$ cat src/design/cpuPkg.sv
package cpuPkg;

	localparam int dataW = 32;
	localparam int regAddrW = 5;

	// ~~~~~~~~~~~~~~~~~~~~
	// Instruction encodings
	typedef enum logic [5:0] {
		opSpecial = 6'h00,
		opBeq     = 6'h04,
		opBne     = 6'h05,
		opAddiu   = 6'h09,
		opOri     = 6'h0d,
		opLui     = 6'h0f,
		opLw      = 6'h23,
		opSw      = 6'h2b
	} opcodeE;

	// Function field of SPECIAL instructions
	typedef enum logic [5:0] {
		fnSll  = 6'h00,
		fnAddu = 6'h21,
		fnSubu = 6'h23,
		fnAnd  = 6'h24,
		fnOr   = 6'h25,
		fnXor  = 6'h26,
		fnSlt  = 6'h2a
	} functE;

	// ~~~~~~~~~~~~~~~~~~~~
	// Datapath controls
	typedef enum logic [3:0] {
		aluAdd,
		aluSub,
		aluAnd,
		aluOr,
		aluXor,
		aluSlt,
		aluSll,
		aluLui
	} aluOpE;

	typedef enum logic {
		wbAlu,
		wbMem
	} wbSrcE;

	// Where an operand comes from when a younger write is still in flight
	typedef enum logic [1:0] {
		fwdRegFile,
		fwdFromMem,
		fwdFromWb
	} fwdSelE;

endpackage

$ cat src/design/wbBusIf.sv
`timescale 1ns/10ps

interface wbBusIf;

	logic wr;
	logic [cpuPkg::regAddrW-1:0] num;
	logic [cpuPkg::dataW-1:0] data;
	logic [cpuPkg::dataW-1:0] pc;

	// Driven from the write-back stage register
	modport source(output wr, num, data, pc);

	modport sink(input wr, num, data, pc);

endinterface

$ cat src/design/aluUnit.sv
`timescale 1ns/10ps

module aluUnit (
	input  logic [cpuPkg::dataW-1:0] a,
	input  logic [cpuPkg::dataW-1:0] b,
	input  logic [4:0] shamt,
	input  cpuPkg::aluOpE op,
	output logic [cpuPkg::dataW-1:0] result
);

	logic lessThan;

	assign lessThan = $signed(a) < $signed(b);

	always_comb begin
		case (op)
			cpuPkg::aluAdd: result = a + b;
			cpuPkg::aluSub: result = a - b;
			cpuPkg::aluAnd: result = a & b;
			cpuPkg::aluOr:  result = a | b;
			cpuPkg::aluXor: result = a ^ b;
			cpuPkg::aluSlt: result = {{(cpuPkg::dataW-1){1'b0}}, lessThan};
			cpuPkg::aluSll: result = b << shamt;
			// Immediate goes to the top half, low half cleared
			cpuPkg::aluLui: result = {b[15:0], 16'h0000};
			default:        result = a + b;
		endcase
	end

endmodule

$ cat src/design/hazardUnit.sv
`timescale 1ns/10ps

module hazardUnit (
	input  logic [cpuPkg::regAddrW-1:0] idRs,
	input  logic [cpuPkg::regAddrW-1:0] idRt,
	input  logic idIsBranch,
	input  logic [cpuPkg::regAddrW-1:0] exRs,
	input  logic [cpuPkg::regAddrW-1:0] exRt,
	input  logic [cpuPkg::regAddrW-1:0] exDest,
	input  logic exRegWr,
	input  logic exMemRd,
	input  logic [cpuPkg::regAddrW-1:0] memDest,
	input  logic memRegWr,
	input  logic memMemRd,
	wbBusIf.sink wb,
	output cpuPkg::fwdSelE fwdExA,
	output cpuPkg::fwdSelE fwdExB,
	output cpuPkg::fwdSelE fwdIdA,
	output cpuPkg::fwdSelE fwdIdB,
	output logic stall
);

	logic exHit;
	logic memLoadHit;

	function automatic logic hit(input logic [cpuPkg::regAddrW-1:0] dest, input logic wr,
			input logic [cpuPkg::regAddrW-1:0] src);
		return wr && dest != '0 && dest == src;
	endfunction

	// Memory stage is newer than write-back, so it is checked first
	function automatic cpuPkg::fwdSelE pick(input logic [cpuPkg::regAddrW-1:0] src,
			input logic memOk);
		if (hit(memDest, memRegWr && memOk, src))
			return cpuPkg::fwdFromMem;
		if (hit(wb.num, wb.wr, src))
			return cpuPkg::fwdFromWb;
		return cpuPkg::fwdRegFile;
	endfunction

	always_comb begin
		fwdExA = pick(exRs, 1'b1);
		fwdExB = pick(exRt, 1'b1);
		// Load data only exists once the load reaches write-back
		fwdIdA = pick(idRs, !memMemRd);
		fwdIdB = pick(idRt, !memMemRd);
	end

	assign exHit = hit(exDest, exRegWr, idRs) || hit(exDest, exRegWr, idRt);
	assign memLoadHit = hit(memDest, memRegWr && memMemRd, idRs)
		|| hit(memDest, memRegWr && memMemRd, idRt);

	// Branches compare in decode and must wait for any result still in execute
	assign stall = (exMemRd && exHit) || (idIsBranch && (exHit || memLoadHit));

	// The load-use stall one cycle earlier keeps a load out of the EX forward path
	always_comb begin
		if (memMemRd)
			assert final (fwdExA != cpuPkg::fwdFromMem && fwdExB != cpuPkg::fwdFromMem)
			else $error("memory-stage forward selected while memory holds a load");
	end

endmodule

$ cat src/design/instrDecoder.sv
`timescale 1ns/10ps

module instrDecoder (
	input  logic [cpuPkg::dataW-1:0] instr,
	input  logic [cpuPkg::dataW-1:0] rsVal,
	input  logic [cpuPkg::dataW-1:0] rtVal,
	output cpuPkg::aluOpE aluOp,
	output logic useImm,
	output logic zeroExt,
	output logic regWr,
	output logic destIsRt,
	output logic memRd,
	output logic memWr,
	output logic isBranch,
	output cpuPkg::wbSrcE wbSrc,
	output logic branchTaken
);

	cpuPkg::opcodeE opcode;
	cpuPkg::functE funct;

	assign opcode = cpuPkg::opcodeE'(instr[31:26]);
	assign funct = cpuPkg::functE'(instr[5:0]);

	always_comb begin
		// Anything not listed below falls through as a no-op
		aluOp = cpuPkg::aluAdd;
		useImm = 1'b0;
		zeroExt = 1'b0;
		regWr = 1'b0;
		destIsRt = 1'b0;
		memRd = 1'b0;
		memWr = 1'b0;
		isBranch = 1'b0;
		wbSrc = cpuPkg::wbAlu;
		case (opcode)
			cpuPkg::opSpecial: begin
				regWr = 1'b1;
				case (funct)
					cpuPkg::fnAddu: aluOp = cpuPkg::aluAdd;
					cpuPkg::fnSubu: aluOp = cpuPkg::aluSub;
					cpuPkg::fnAnd:  aluOp = cpuPkg::aluAnd;
					cpuPkg::fnOr:   aluOp = cpuPkg::aluOr;
					cpuPkg::fnXor:  aluOp = cpuPkg::aluXor;
					cpuPkg::fnSlt:  aluOp = cpuPkg::aluSlt;
					cpuPkg::fnSll:  aluOp = cpuPkg::aluSll;
					default:        regWr = 1'b0;
				endcase
			end
			cpuPkg::opAddiu: begin
				useImm = 1'b1;
				regWr = 1'b1;
				destIsRt = 1'b1;
			end
			cpuPkg::opOri: begin
				aluOp = cpuPkg::aluOr;
				useImm = 1'b1;
				zeroExt = 1'b1;
				regWr = 1'b1;
				destIsRt = 1'b1;
			end
			cpuPkg::opLui: begin
				aluOp = cpuPkg::aluLui;
				useImm = 1'b1;
				regWr = 1'b1;
				destIsRt = 1'b1;
			end
			cpuPkg::opLw: begin
				useImm = 1'b1;
				regWr = 1'b1;
				destIsRt = 1'b1;
				memRd = 1'b1;
				wbSrc = cpuPkg::wbMem;
			end
			cpuPkg::opSw: begin
				useImm = 1'b1;
				memWr = 1'b1;
			end
			cpuPkg::opBeq, cpuPkg::opBne: isBranch = 1'b1;
			default: ;
		endcase
	end

	// BEQ wants equal operands and BNE wants them different
	assign branchTaken = isBranch && ((opcode == cpuPkg::opBeq) == (rsVal == rtVal));

endmodule

$ cat src/design/mipsCore.sv
`timescale 1ns/10ps

module mipsCore #(
	parameter logic [31:0] resetPc = 32'hbfc0_0000
) (
	input  logic clk,
	input  logic rstN,
	output logic instEn,
	output logic [cpuPkg::dataW-1:0] instAddr,
	input  logic [cpuPkg::dataW-1:0] instRdata,
	output logic dataEn,
	output logic [3:0] dataWen,
	output logic [cpuPkg::dataW-1:0] dataAddr,
	output logic [cpuPkg::dataW-1:0] dataWdata,
	input  logic [cpuPkg::dataW-1:0] dataRdata,
	output logic [cpuPkg::dataW-1:0] debugWbPc,
	output logic [3:0] debugWbRfWen,
	output logic [cpuPkg::regAddrW-1:0] debugWbRfWnum,
	output logic [cpuPkg::dataW-1:0] debugWbRfWdata
);

	localparam int dW = cpuPkg::dataW;
	localparam int aW = cpuPkg::regAddrW;

	logic [dW-1:0] pc;
	logic fetchOn;
	logic [dW-1:0] idInstr, idPc;
	logic [aW-1:0] idRs, idRt, idDest;
	logic [dW-1:0] rfRs, rfRt, idRsVal, idRtVal, idSext, idImm32, branchTarget;
	cpuPkg::aluOpE decAluOp;
	cpuPkg::wbSrcE decWbSrc;
	logic decUseImm, decZeroExt, decRegWr, decDestIsRt, decMemRd, decMemWr, decIsBranch;
	logic branchTaken, stall;
	cpuPkg::fwdSelE fwdExA, fwdExB, fwdIdA, fwdIdB;

	logic [dW-1:0] exPc, exRsVal, exRtVal, exImm, exA, exB, exRtFwd, exResult;
	logic [aW-1:0] exRs, exRt, exDest;
	logic [4:0] exShamt;
	logic exRegWr, exMemRd, exMemWr, exUseImm;
	cpuPkg::aluOpE exAluOp;
	cpuPkg::wbSrcE exWbSrc;

	logic [dW-1:0] memPc, memResult;
	logic [aW-1:0] memDest;
	logic memRegWr, memMemRd;
	cpuPkg::wbSrcE memWbSrc;

	wbBusIf wb ();

	function automatic logic [dW-1:0] fwdMux(input cpuPkg::fwdSelE sel, input logic [dW-1:0] rf,
			input logic [dW-1:0] memV, input logic [dW-1:0] wbV);
		case (sel)
			cpuPkg::fwdFromMem: return memV;
			cpuPkg::fwdFromWb:  return wbV;
			default:            return rf;
		endcase
	endfunction

	// ~~~~~~~~~~~~~~~~~~~~
	// Fetch holds off for one cycle after reset so resetPc is fetched first
	always_ff @(posedge clk) begin
		if (!rstN) begin
			pc <= resetPc;
			fetchOn <= 1'b0;
		end else begin
			fetchOn <= 1'b1;
			if (fetchOn && !stall)
				pc <= branchTaken ? branchTarget : pc + 32'd4;
		end
	end

	assign instEn = fetchOn;
	assign instAddr = pc;

	always_ff @(posedge clk) begin
		if (!rstN)
			idInstr <= '0;
		else if (!stall)
			idInstr <= fetchOn ? instRdata : '0;
		if (!stall)
			idPc <= pc;
	end

	// ~~~~~~~~~~~~~~~~~~~~
	// Decode
	assign idRs = idInstr[25:21];
	assign idRt = idInstr[20:16];
	assign idDest = decDestIsRt ? idRt : idInstr[15:11];
	assign idSext = {{16{idInstr[15]}}, idInstr[15:0]};
	assign idImm32 = decZeroExt ? {16'h0000, idInstr[15:0]} : idSext;
	// The delay slot sits at idPc + 4, the offset counts from there
	assign branchTarget = idPc + 32'd4 + {idSext[29:0], 2'b00};
	assign idRsVal = fwdMux(fwdIdA, rfRs, memResult, wb.data);
	assign idRtVal = fwdMux(fwdIdB, rfRt, memResult, wb.data);

	regFile uRegFile (
		.clk(clk), .rstN(rstN), .rsAddr(idRs), .rtAddr(idRt),
		.rsData(rfRs), .rtData(rfRt), .wb(wb.sink)
	);

	instrDecoder uDecoder (
		.instr(idInstr), .rsVal(idRsVal), .rtVal(idRtVal), .aluOp(decAluOp),
		.useImm(decUseImm), .zeroExt(decZeroExt), .regWr(decRegWr), .destIsRt(decDestIsRt),
		.memRd(decMemRd), .memWr(decMemWr), .isBranch(decIsBranch), .wbSrc(decWbSrc),
		.branchTaken(branchTaken)
	);

	hazardUnit uHazard (
		.idRs(idRs), .idRt(idRt), .idIsBranch(decIsBranch),
		.exRs(exRs), .exRt(exRt), .exDest(exDest), .exRegWr(exRegWr), .exMemRd(exMemRd),
		.memDest(memDest), .memRegWr(memRegWr), .memMemRd(memMemRd), .wb(wb.sink),
		.fwdExA(fwdExA), .fwdExB(fwdExB), .fwdIdA(fwdIdA), .fwdIdB(fwdIdB), .stall(stall)
	);

	// A stall sends a bubble into execute, writes to register 0 are dropped here
	always_ff @(posedge clk) begin
		if (!rstN || stall) begin
			exRegWr <= 1'b0;
			exMemRd <= 1'b0;
			exMemWr <= 1'b0;
			// A bubble reads no registers, so it never asks for a forward
			exRs <= '0;
			exRt <= '0;
		end else begin
			exRegWr <= decRegWr && idDest != '0;
			exMemRd <= decMemRd;
			exMemWr <= decMemWr;
			exRs <= idRs;
			exRt <= idRt;
		end
		exPc <= idPc;
		exAluOp <= decAluOp;
		exUseImm <= decUseImm;
		exWbSrc <= decWbSrc;
		exDest <= idDest;
		exRsVal <= idRsVal;
		exRtVal <= idRtVal;
		exImm <= idImm32;
		exShamt <= idInstr[10:6];
	end

	// ~~~~~~~~~~~~~~~~~~~~
	// Execute and the data SRAM request
	assign exA = fwdMux(fwdExA, exRsVal, memResult, wb.data);
	assign exRtFwd = fwdMux(fwdExB, exRtVal, memResult, wb.data);
	assign exB = exUseImm ? exImm : exRtFwd;

	aluUnit uAlu (
		.a(exA), .b(exB), .shamt(exShamt), .op(exAluOp), .result(exResult)
	);

	assign dataEn = exMemRd || exMemWr;
	assign dataWen = {4{exMemWr}};
	assign dataAddr = exResult;
	assign dataWdata = exRtFwd;

	always_ff @(posedge clk) begin
		if (!rstN) begin
			memRegWr <= 1'b0;
			memMemRd <= 1'b0;
		end else begin
			memRegWr <= exRegWr;
			memMemRd <= exMemRd;
		end
		memPc <= exPc;
		memDest <= exDest;
		memWbSrc <= exWbSrc;
		memResult <= exResult;
	end

	// Load data arrives from the SRAM during the memory cycle
	always_ff @(posedge clk) begin
		if (!rstN)
			wb.wr <= 1'b0;
		else
			wb.wr <= memRegWr;
		wb.num <= memDest;
		wb.pc <= memPc;
		wb.data <= (memWbSrc == cpuPkg::wbMem) ? dataRdata : memResult;
	end

	assign debugWbPc = wb.pc;
	assign debugWbRfWen = {4{wb.wr}};
	assign debugWbRfWnum = wb.num;
	assign debugWbRfWdata = wb.data;

	// ~~~~~~~~~~~~~~~~~~~~
	// Strobes must be quiet in the cycle after any edge that saw reset
	assert property (@(posedge clk) !rstN |=> !instEn && !dataEn)
		else $error("SRAM strobe active during reset");

	assert property (@(posedge clk) disable iff (!rstN) dataWen != '0 |-> dataEn)
		else $error("data write enable without data strobe");

endmodule

$ cat src/design/regFile.sv
`timescale 1ns/10ps

module regFile (
	input  logic clk,
	input  logic rstN,
	input  logic [cpuPkg::regAddrW-1:0] rsAddr,
	input  logic [cpuPkg::regAddrW-1:0] rtAddr,
	output logic [cpuPkg::dataW-1:0] rsData,
	output logic [cpuPkg::dataW-1:0] rtData,
	wbBusIf.sink wb
);

	// Register 0 has no storage
	logic [cpuPkg::dataW-1:0] regs [1:(1 << cpuPkg::regAddrW)-1];

	always_ff @(posedge clk) begin
		if (!rstN) begin
			for (int i = 1; i < (1 << cpuPkg::regAddrW); i++)
				regs[i] <= '0;
		end else if (wb.wr && wb.num != '0) begin
			regs[wb.num] <= wb.data;
		end
	end

	// A write in this cycle is seen by a read of the same register
	function automatic logic [cpuPkg::dataW-1:0] readPort(input logic [cpuPkg::regAddrW-1:0] addr);
		if (addr == '0)
			return '0;
		if (wb.wr && wb.num == addr)
			return wb.data;
		return regs[addr];
	endfunction

	always_comb begin
		rsData = readPort(rsAddr);
		rtData = readPort(rtAddr);
	end

endmodule

$ cat config.mk
export PLATFORM = sky130hd
export DESIGN_NAME = mipsCore
export DESIGN_NICKNAME = d
export VERILOG_FILES = /design/src/design/cpuPkg.sv /design/src/design/wbBusIf.sv /design/src/design/aluUnit.sv /design/src/design/hazardUnit.sv /design/src/design/instrDecoder.sv /design/src/design/mipsCore.sv /design/src/design/regFile.sv
export SDC_FILE = /design/constraint.sdc
export NUM_CORES = 2
export LEC_CHECK = 0
export BUFFER_PORTS_ARGS = -buffer_cell sky130_fd_sc_hd__clkbuf_2
export CORE_MARGIN = 2
export CORE_UTILIZATION = 50
export DETAILED_ROUTE_END_ITERATION = 16
export PLACE_DENSITY = 0.66
export SYNTH_ARGS = -nofsm -noshare
export SYNTH_HDL_FRONTEND = slang
export SYNTH_HIERARCHICAL = 1
export SYNTH_SLANG_ARGS = --single-unit
$ cat constraint.sdc
create_clock -name clk -period 7.5 [get_ports clk]
set_input_delay 0.75 -clock clk [delete_from_list [all_inputs] [get_ports clk]]
set_output_delay 0.75 -clock clk [all_outputs]
set_load 0.02 [all_outputs]
**After elaboration in Yosys (flattened, before gate mapping)**

Memory sizes are Yosys's and may differ from the RTL's. A register that Yosys moved wholly into a read port is not among the register bits.
Index checks and enable logic that the tools add are counted.

- Bitwise gates (word level): 3
- Reduce and logical (&&, ||, !) cells: 48
- Muxes and demuxes: 74
- Eq/ne operators: 40
- Add/subtract/negate cells: 5
- $lt $le $gt $ge: 1
- Shift-type cells: 1

Operators by type and width:

| kind | count |
|---|---|
| 32-bit 2-to-1 mux | 13 |
| 32-bit case mux with 2 select lines | 4 |
| 32-bit case mux with 7 select lines | 1 |
| 32-bit by 3-bit adder with 32-bit output, second input constant | 2 |
| 32-bit adder | 2 |
| 5-bit equality test | 10 |
| 6-bit equality test, second input constant | 8 |
| 32-bit bitwise AND | 1 |
| 32-bit equality test | 1 |
| 32-bit < comparator | 1 |
| 2-bit 2-to-1 mux | 16 |
| 32-bit OR | 1 |
| 32-bit OR reduction | 1 |
| 32-bit by 5-bit << shifter with 32-bit output | 1 |
| 32-bit subtractor | 1 |
| 32-bit XOR | 1 |
| 1-bit 2-to-1 mux | 31 |
| 5-bit 2-to-1 mux | 6 |
| 1-bit logical AND | 26 |
| 5-bit nonzero test | 4 |
| 6-bit by 4-bit equality test with 1-bit output, second input constant | 3 |
| 3-bit case mux with 6 select lines | 1 |
| 4-bit by 3-bit equality test with 1-bit output, second input constant | 4 |
| 6-bit by 3-bit equality test with 1-bit output, second input constant | 2 |
| 15 further kinds | 31 |

- Logic and storage cells: 202
- Memories kept: 1
- RAM bits: 992
- Register bits after elaboration: 381

Memory list:

| name | words | bits a word | read ports | clocked after memory_dff | wr ports | RTL line | source |
|---|---|---|---|---|---|---|---|
| uRegFile.regs | 31 | 32 | 2 | 2 | 31 | regFile.sv:14 | `logic [cpuPkg::dataW-1:0] regs [1:(1 << cpuPkg::regAddrW)-1];` |

**Depth between registers and ports, before layout**

- Depth after elaboration: 14
- Depth in mapped cells: 24
- Mapped depth without buffers: 21

**By module**

The synthesis kept the hierarchy.

Modules (own cells, without submodules):

| module | area each (um2) | cells an instance | times used |
|---|---|---|---|
| regFile | 54788.8 | 3747 | 1 |
| mipsCore | 14889.3 | 1499 | 1 |
| aluUnit | 6927.9 | 1000 | 1 |
| hazardUnit | 730.7 | 92 | 1 |
| instrDecoder | 619.3 | 89 | 1 |

**Worst setup path before layout**

No wires, ideal clock.

- Path kind: reg2out
- Start: reg wb.num, in the netlist debugWbRfWnum[1]
- End: out dataAddr[30] (netlist name)
- Data required time: 6750 ps
- Stages on the path, launching flop included: 23
- Arrival: 6040 ps
- Setup slack: 710 ps
- Path buffers: 3
- Path through: dfxtp_1 > buf_2 > or4_1 > o21ai_1 > or4_1 > nor4_2 > ha_1 > clkbuf_1 > a22oi_1 > o21ai_0 > mux2_2 > inv_1 > ha_1 > buf_2 > o21bai_1 > a2111oi_0 > nor3_1 > o211ai_1 > a21oi_1 > o311a_1 > o41ai_2 > mux2_1 > nor3_1

- Word-level cells in the longest chain between the ends: 12
- Elaborated cells between the ends (all ways): 30
- Classes of those cells: 2 x add/sub; 6 x eq/ne; 1 x shift; 14 x mux; 3 x bitwise; 4 x reduce/logical

RTL lines:

| element | RTL line | source |
|---|---|---|
| from (decl) | wbBusIf.sv:6 | `logic [cpuPkg::regAddrW-1:0] num;` |
| from (signal assigned) | mipsCore.sv:177 | `wb.num <= memDest;` |
| 5-bit nonzero test | hazardUnit.sv:28 | `return wr && dest != '0 && dest == src;` |
| 1-bit logical AND | hazardUnit.sv:28 |  |
| 1-bit logical AND * | hazardUnit.sv:28 |  |
| 1-bit 2-to-1 mux (2 in series) | hazardUnit.sv:36 | `if (hit(wb.num, wb.wr, src))` |
| 2-bit 2-to-1 mux * | hazardUnit.sv:38 | `return cpuPkg::fwdRegFile;` |
| 2-bit 2-to-1 mux * | hazardUnit.sv:36 |  |
| via fwdExB[1] | mipsCore.sv:34 | `cpuPkg::fwdSelE fwdExA, fwdExB, fwdIdA, fwdIdB;` |
| 2-bit equality test or 2-bit by 1-bit equality test with 1-bit output (tied branches) | mipsCore.sv:52 | `case (sel)` |
| 32-bit case mux with 2 select lines * | mipsCore.sv:52 |  |
| via dataWdata (one bit) | mipsCore.sv:14 | `output logic [cpuPkg::dataW-1:0] dataWdata,` |
| 32-bit 2-to-1 mux * | mipsCore.sv:146 | `assign exB = exUseImm ? exImm : exRtFwd;` |
| via exB[2] | mipsCore.sv:36 | `logic [dW-1:0] exPc, exRsVal, exRtVal, exImm, exA, exB, exRtFwd, exResult;` |
| 32-bit adder, or another cell as far along | aluUnit.sv:17, aluUnit.sv:26 |  |
| 32-bit case mux with 7 select lines * | aluUnit.sv:16 | `case (op)` |
| to (decl) | mipsCore.sv:13 | `output logic [cpuPkg::dataW-1:0] dataAddr,` |

Mark *: on every way through the listed nets, which the timed path passes. The rest lies on a longest branch. The select of a mux whose other input is x is not followed.

**Worst setup path in the final report**

- Start: reg wb.num, in the netlist debugWbRfWnum[4]
- End: out dataAddr[30] (netlist name)

- Elaborated cells between the ends (all ways): 30
- Classes of those cells: 2 x add/sub; 6 x eq/ne; 1 x shift; 14 x mux; 3 x bitwise; 4 x reduce/logical

RTL lines:

| element | RTL line |
|---|---|
| 5-bit nonzero test | hazardUnit.sv:28 |
| 1-bit logical AND | hazardUnit.sv:28 |
| 1-bit logical AND * | hazardUnit.sv:28 |
| 1-bit 2-to-1 mux (2 in series) | hazardUnit.sv:36 |
| 2-bit 2-to-1 mux * | hazardUnit.sv:38 |
| 2-bit 2-to-1 mux * | hazardUnit.sv:36 |
| via fwdExA[1] | mipsCore.sv:34 |
| 2-bit equality test or 2-bit by 1-bit equality test with 1-bit output (tied branches) | mipsCore.sv:52 |
| 32-bit case mux with 2 select lines * | mipsCore.sv:52 |
| via exA[23] | mipsCore.sv:36 |
| 32-bit adder or 32-bit subtractor (tied branches) | aluUnit.sv:17, aluUnit.sv:26, aluUnit.sv:18 |
| 32-bit case mux with 7 select lines * | aluUnit.sv:16 |

Marked as above.

==> metrics.md <==
| Metric | Value |
|---|---|
| Worst hold path class | in2reg |
| Initial Utilization | around half |
| Mux share of post-synthesis cell area | between 15 and 20% |
| First-pass GRT wire length | between 400 and 500 mm |
| EDFF count, synth | between 1000 and 1500 |
| Setup violators final | 0 |
| Hold_buf cts | 0 |
| WS Path Type | reg2out |
| Detail Route Antenna Nets | 0 |
| Pin count of the biggest net entering global routing | approximately 80 |
| Cell count after synthesis | between 6000 and 7000 |
| Synth Flop Type | edfxtp_1 |
| Total GRT Usage | between 30% and 40% |
| CTS H-Tree Depth | 4 |
| HPWL Detailed | 205 mm |
| Slowest stage cell on the critical path | ha_1 |
| # nets final | between 6000 and 7000 |
| Area of the core | 154000 sq um |
| DR vias | 59080 |
| Slew Viols, Final | 0 |
| Warnings, synthesis | 6 |
| Post-Layout Cell Count | slightly below 9000 |
| TritonCTS Sinks | between 1000 and 1500 |
| Peak VDD IR | ~0.00023 V |
| Power share of the sequential group | roughly 43% |
| DP Area | between 80000 and 90000 sq um |
| Layout cells sized above 1 | 21.5% |
| Drt via density | approximately 6.8 |
| Clk_lat worst skew | slightly above 800 ps |
| CP Launch Type | flip-flop |
| DR pass1 iterations | 9 |
| CTS clk-pin slew, worst paths | approximately 60 ps |
| Cell family with most CP delay | simple AND/OR/NAND/NOR gates |
| Final GP Congestion | between 1 and 1.5 |
| Setup crit end kind | output pin |
| Rows | around 140 |
| Clk buf depth | 3 |
| Fin crit period | roughly 7300 ps |
| Final worst slack | 248 ps |
| Comb power frac | 23.2% |
| Yosys top cell by area | edfxtp_1 |
| Clock share of power | about 34% |
| Crit path cell chain | buf_4, xor2_1, or4_1, nor4_4, ha_4, buf_4, a22oi_1, o21ai_1, inv_1, ha_1, inv_1, a21o_1, a21oi_1, nor2_1, nor2_1, o31ai_1, o41ai_2, mux2_1, nor3_1, clkbuf_2 |
| Initial antenna violation count | 19 |
| TritonCTS clock tree | built |
| Num ports | 241 |
| Post-synthesis compound-gate area fraction | around 12% |
| Status | complete, no violations |
| Max-Cap Viols | 0 |
| Final WL | 304 mm |
| WL/cell | approximately 35 um |
| Post-synthesis async set-or-reset flop share | 0% |
| Vias in the first global route | between 50000 and 60000 |
| P_sw | 7370 uW |
| CP max FO | 19 |
| Die Wd | around 400 um |
| DR DRC count | 0 |
| Grt total ovfl | 0 |
| Worst slew margin | 14.8% |
| Worst Tran Pin Value | about 1300 ps |
| Starting DRC count in detailed routing | between 8000 and 9000 |
| Ranking of synthesized cells by area | edfxtp_1 (41%), mux4_2 (12%), dfxtp_1 (8.8%) |
| Register area share after synthesis | between 40% and 50% |
| PwrDens | 249 nW/um^2 |
| Crit path depth | 20 |
| Pint | between 10000 and 15000 uW |
| Max Freq | 138 MHz |
| IO Port Bufs | 240 |
| Cells after DPL | roughly 8400 |
| Design Area, Final | approximately 87000 sq um |
| Max stage delay on crit path | 650 ps |
| Number of CTS-inserted buffers | 153 |
| Endpoints failing hold | 0 |
| Worst Skew | 49.2 ps |
| CP Data Required Time | between 6000 and 7000 ps |
| Yosys reg bits | 1400 |
| Crit path buf inv count | 5 |
| Die area | around 160000 sq um |
| Place WS | 390 ps |
| Post-Synth Simple-Gate Area | around 13% |
| Hold Path Depth | 2 |
| Synth top area share | about two fifths |
| Tot Pwr | around 22000 uW |
| XOR/XNOR Fraction of Synth Area | 1.34% |
| Critical Path AT | 6500 ps |
| Tcrit/Tclk final | 96.7% |
| Mapped cell area | 78000 sq um |
| Post-synth cell types | 108 |
| P&R area growth vs syn | 11.9% |
| Fill count | ~13000 |
| DIE HEIGHT | ~400 um |
| Synth Area in Adders | 2.68% |
| Switching Share | about 34% |
| Setup TNS | 0 ps |
| Syn avg cell area | between 10 and 15 sq um |
| Reg2reg path depth | 19 |
| Clock root buffer | clkbuf_16 |
| Main combinational cell family by area after synthesis | multiplexers |
| Leak | 0.0316 uW |
==> worst paths after layout <==
| check | endpoint | slack (ps) | start |
|---|---|---|---|
| max reg2reg | instAddr[30] | 440 | idInstr[19] |
| min | debugWbRfWdata[27] | 160 | dataRdata[27] |
| min reg2reg | debugWbPc[31] | 320 | memPc[31] |
| max | dataAddr[30] | 250 | debugWbRfWnum[4] |
==> logic make-up after synthesis <==
family | Yosys count
simple gates | 1809
flops | 1400
compound gates | 1369
mux | 822
buf+inv | 741
fa+ha+maj | 165
xor+xnor | 119
other cells | 2
==> final cells by class <==
type / instances / area (sq um) / share of cell area [%]
clock inverters: 68 / 652 / 0.747
well taps: 2044 / 2560 / 2.93
clock buffers: 211 / 4190 / 4.80
diodes: 8 / 20.0 / 0.0229
inverters: 130 / 488 / 0.559
multi-input cells: 4317 / 37100 / 42.5
repair buffers: 527 / 3620 / 4.15
flip-flops and latches: 1400 / 38600 / 44.3
==> worst reg2reg max path, stage by stage, from the launching register on <==
cell and delay, ps:
dfxtp_1 1000, buf_4 300, xnor2_1 130, nand3_1 120
nor3_1 540, nor4_2 150, inv_1 90, ha_1 620
a22oi_1 150, o21ai_0 300, xor2_1 250, nor4_1 710
nand4_1 450, or4_1 590, nand2_1 430, nand2_1 440
nor2_1 370, nand3_1 140, mux2i_1 140, or3_1 110
==> power groups by stage <==
stage               logic, uW  clock network [uW]  registers (uW)
finish                   5030                7410            9290
global route             5180                7730            9320
CTS                      4830                7470            9280
detailed placement       4790                   0            9440
global placement         4800                   0            9430
floorplan                2540                   0            9380
==> state kept, by name, summed over array words and instances, names as in the netlist, 4 cells and up <==
register	count
debugWbPc	32
debugWbRfWdata	32
debugWbRfWnum	5
exAluOp	4
exDest	5
exImm	13
exPc	32
exRs	5
exRsVal	32
exRt	5
exRtVal	32
exShamt	4
idInstr	32
idPc	32
instAddr	32
memDest	5
memPc	32
memResult	32
uRegFile/regs	1024
==> stage by stage <==
step | utilization [%] | hold WS (ps)
after floorplan | - | 310
after global placement | 53.2 | 311
after detailed placement | 53.2 | 312
after CTS | 56.4 | 115
after global routing | 56.5 | 133
final | 56.5 | 162
==> layer usage <==
layer / vias up / GRT usage (%) / share of wire [%]
li1: 24518 / - / -
met1: 29708 / 49.9 / 37
met2: 4122 / 54.6 / 43
met3: 718 / 14.1 / 14
met4: 14 / 18.1 / 5.5
met5: - / 0 / 0.028
==> what timing repair did <==
item | 4_1_cts | 5_1_grt
setup endpoints to repair | 15 | 20
setup buffers | 1 | 1
pin swaps | 2 | 5
gates resized for setup | 21 | 57
==> placed cells by master, fill, tap and decap left out, types with 38 or more instances in the layout <==
cell,count
a22o_1,56
a22oi_1,309
mux4_2,407
and2_1,1020
xnor2_1,38
mux2i_1,318
edfxtp_1,1056
buf_4,263
mux2_2,89
o221ai_1,54
clkbuf_1,45
o21ai_0,222
ha_1,147
a21oi_1,233
nor2_1,185
clkbuf_2,240
dfxtp_1,331
nand2_1,292
nand3_1,47
xor2_1,81
inv_1,128
clkbuf_16,155
nor3_1,46
o22ai_1,57
==> cells in the mapped netlist (16+ instances only) <==
| cell type | instances |
|---|---|
| a221oi_1 | 31 |
| buf_2 | 84 |
| o221a_2 | 19 |
| and2_1 | 1019 |
| mux2_2 | 96 |
| nor2_1 | 221 |
| nand3_1 | 48 |
| buf_1 | 27 |
| a21o_1 | 27 |
| a2111oi_1 | 25 |
| inv_1 | 128 |
| a22oi_1 | 309 |
| buf_6 | 17 |
| edfxtp_1 | 1056 |
| a22o_1 | 56 |
| a31oi_1 | 28 |
| o221ai_1 | 54 |
| nor4_1 | 22 |
| buf_4 | 48 |
| ha_1 | 162 |
| nand2_1 | 292 |
| clkbuf_1 | 434 |
| o21ai_0 | 278 |
| xor2_1 | 81 |
| nor2b_1 | 21 |
| a21oi_1 | 237 |
| dfxtp_1 | 344 |
| a32oi_1 | 16 |
| nand2b_1 | 18 |
| mux2i_1 | 318 |
| a221o_1 | 31 |
| a211oi_1 | 34 |
| nand4_1 | 25 |
| mux4_2 | 407 |
| o22ai_1 | 57 |
| o211ai_1 | 33 |
| nor3_1 | 50 |
| xnor2_1 | 38 |
Note: power is estimated with default switching activity, not from simulation.
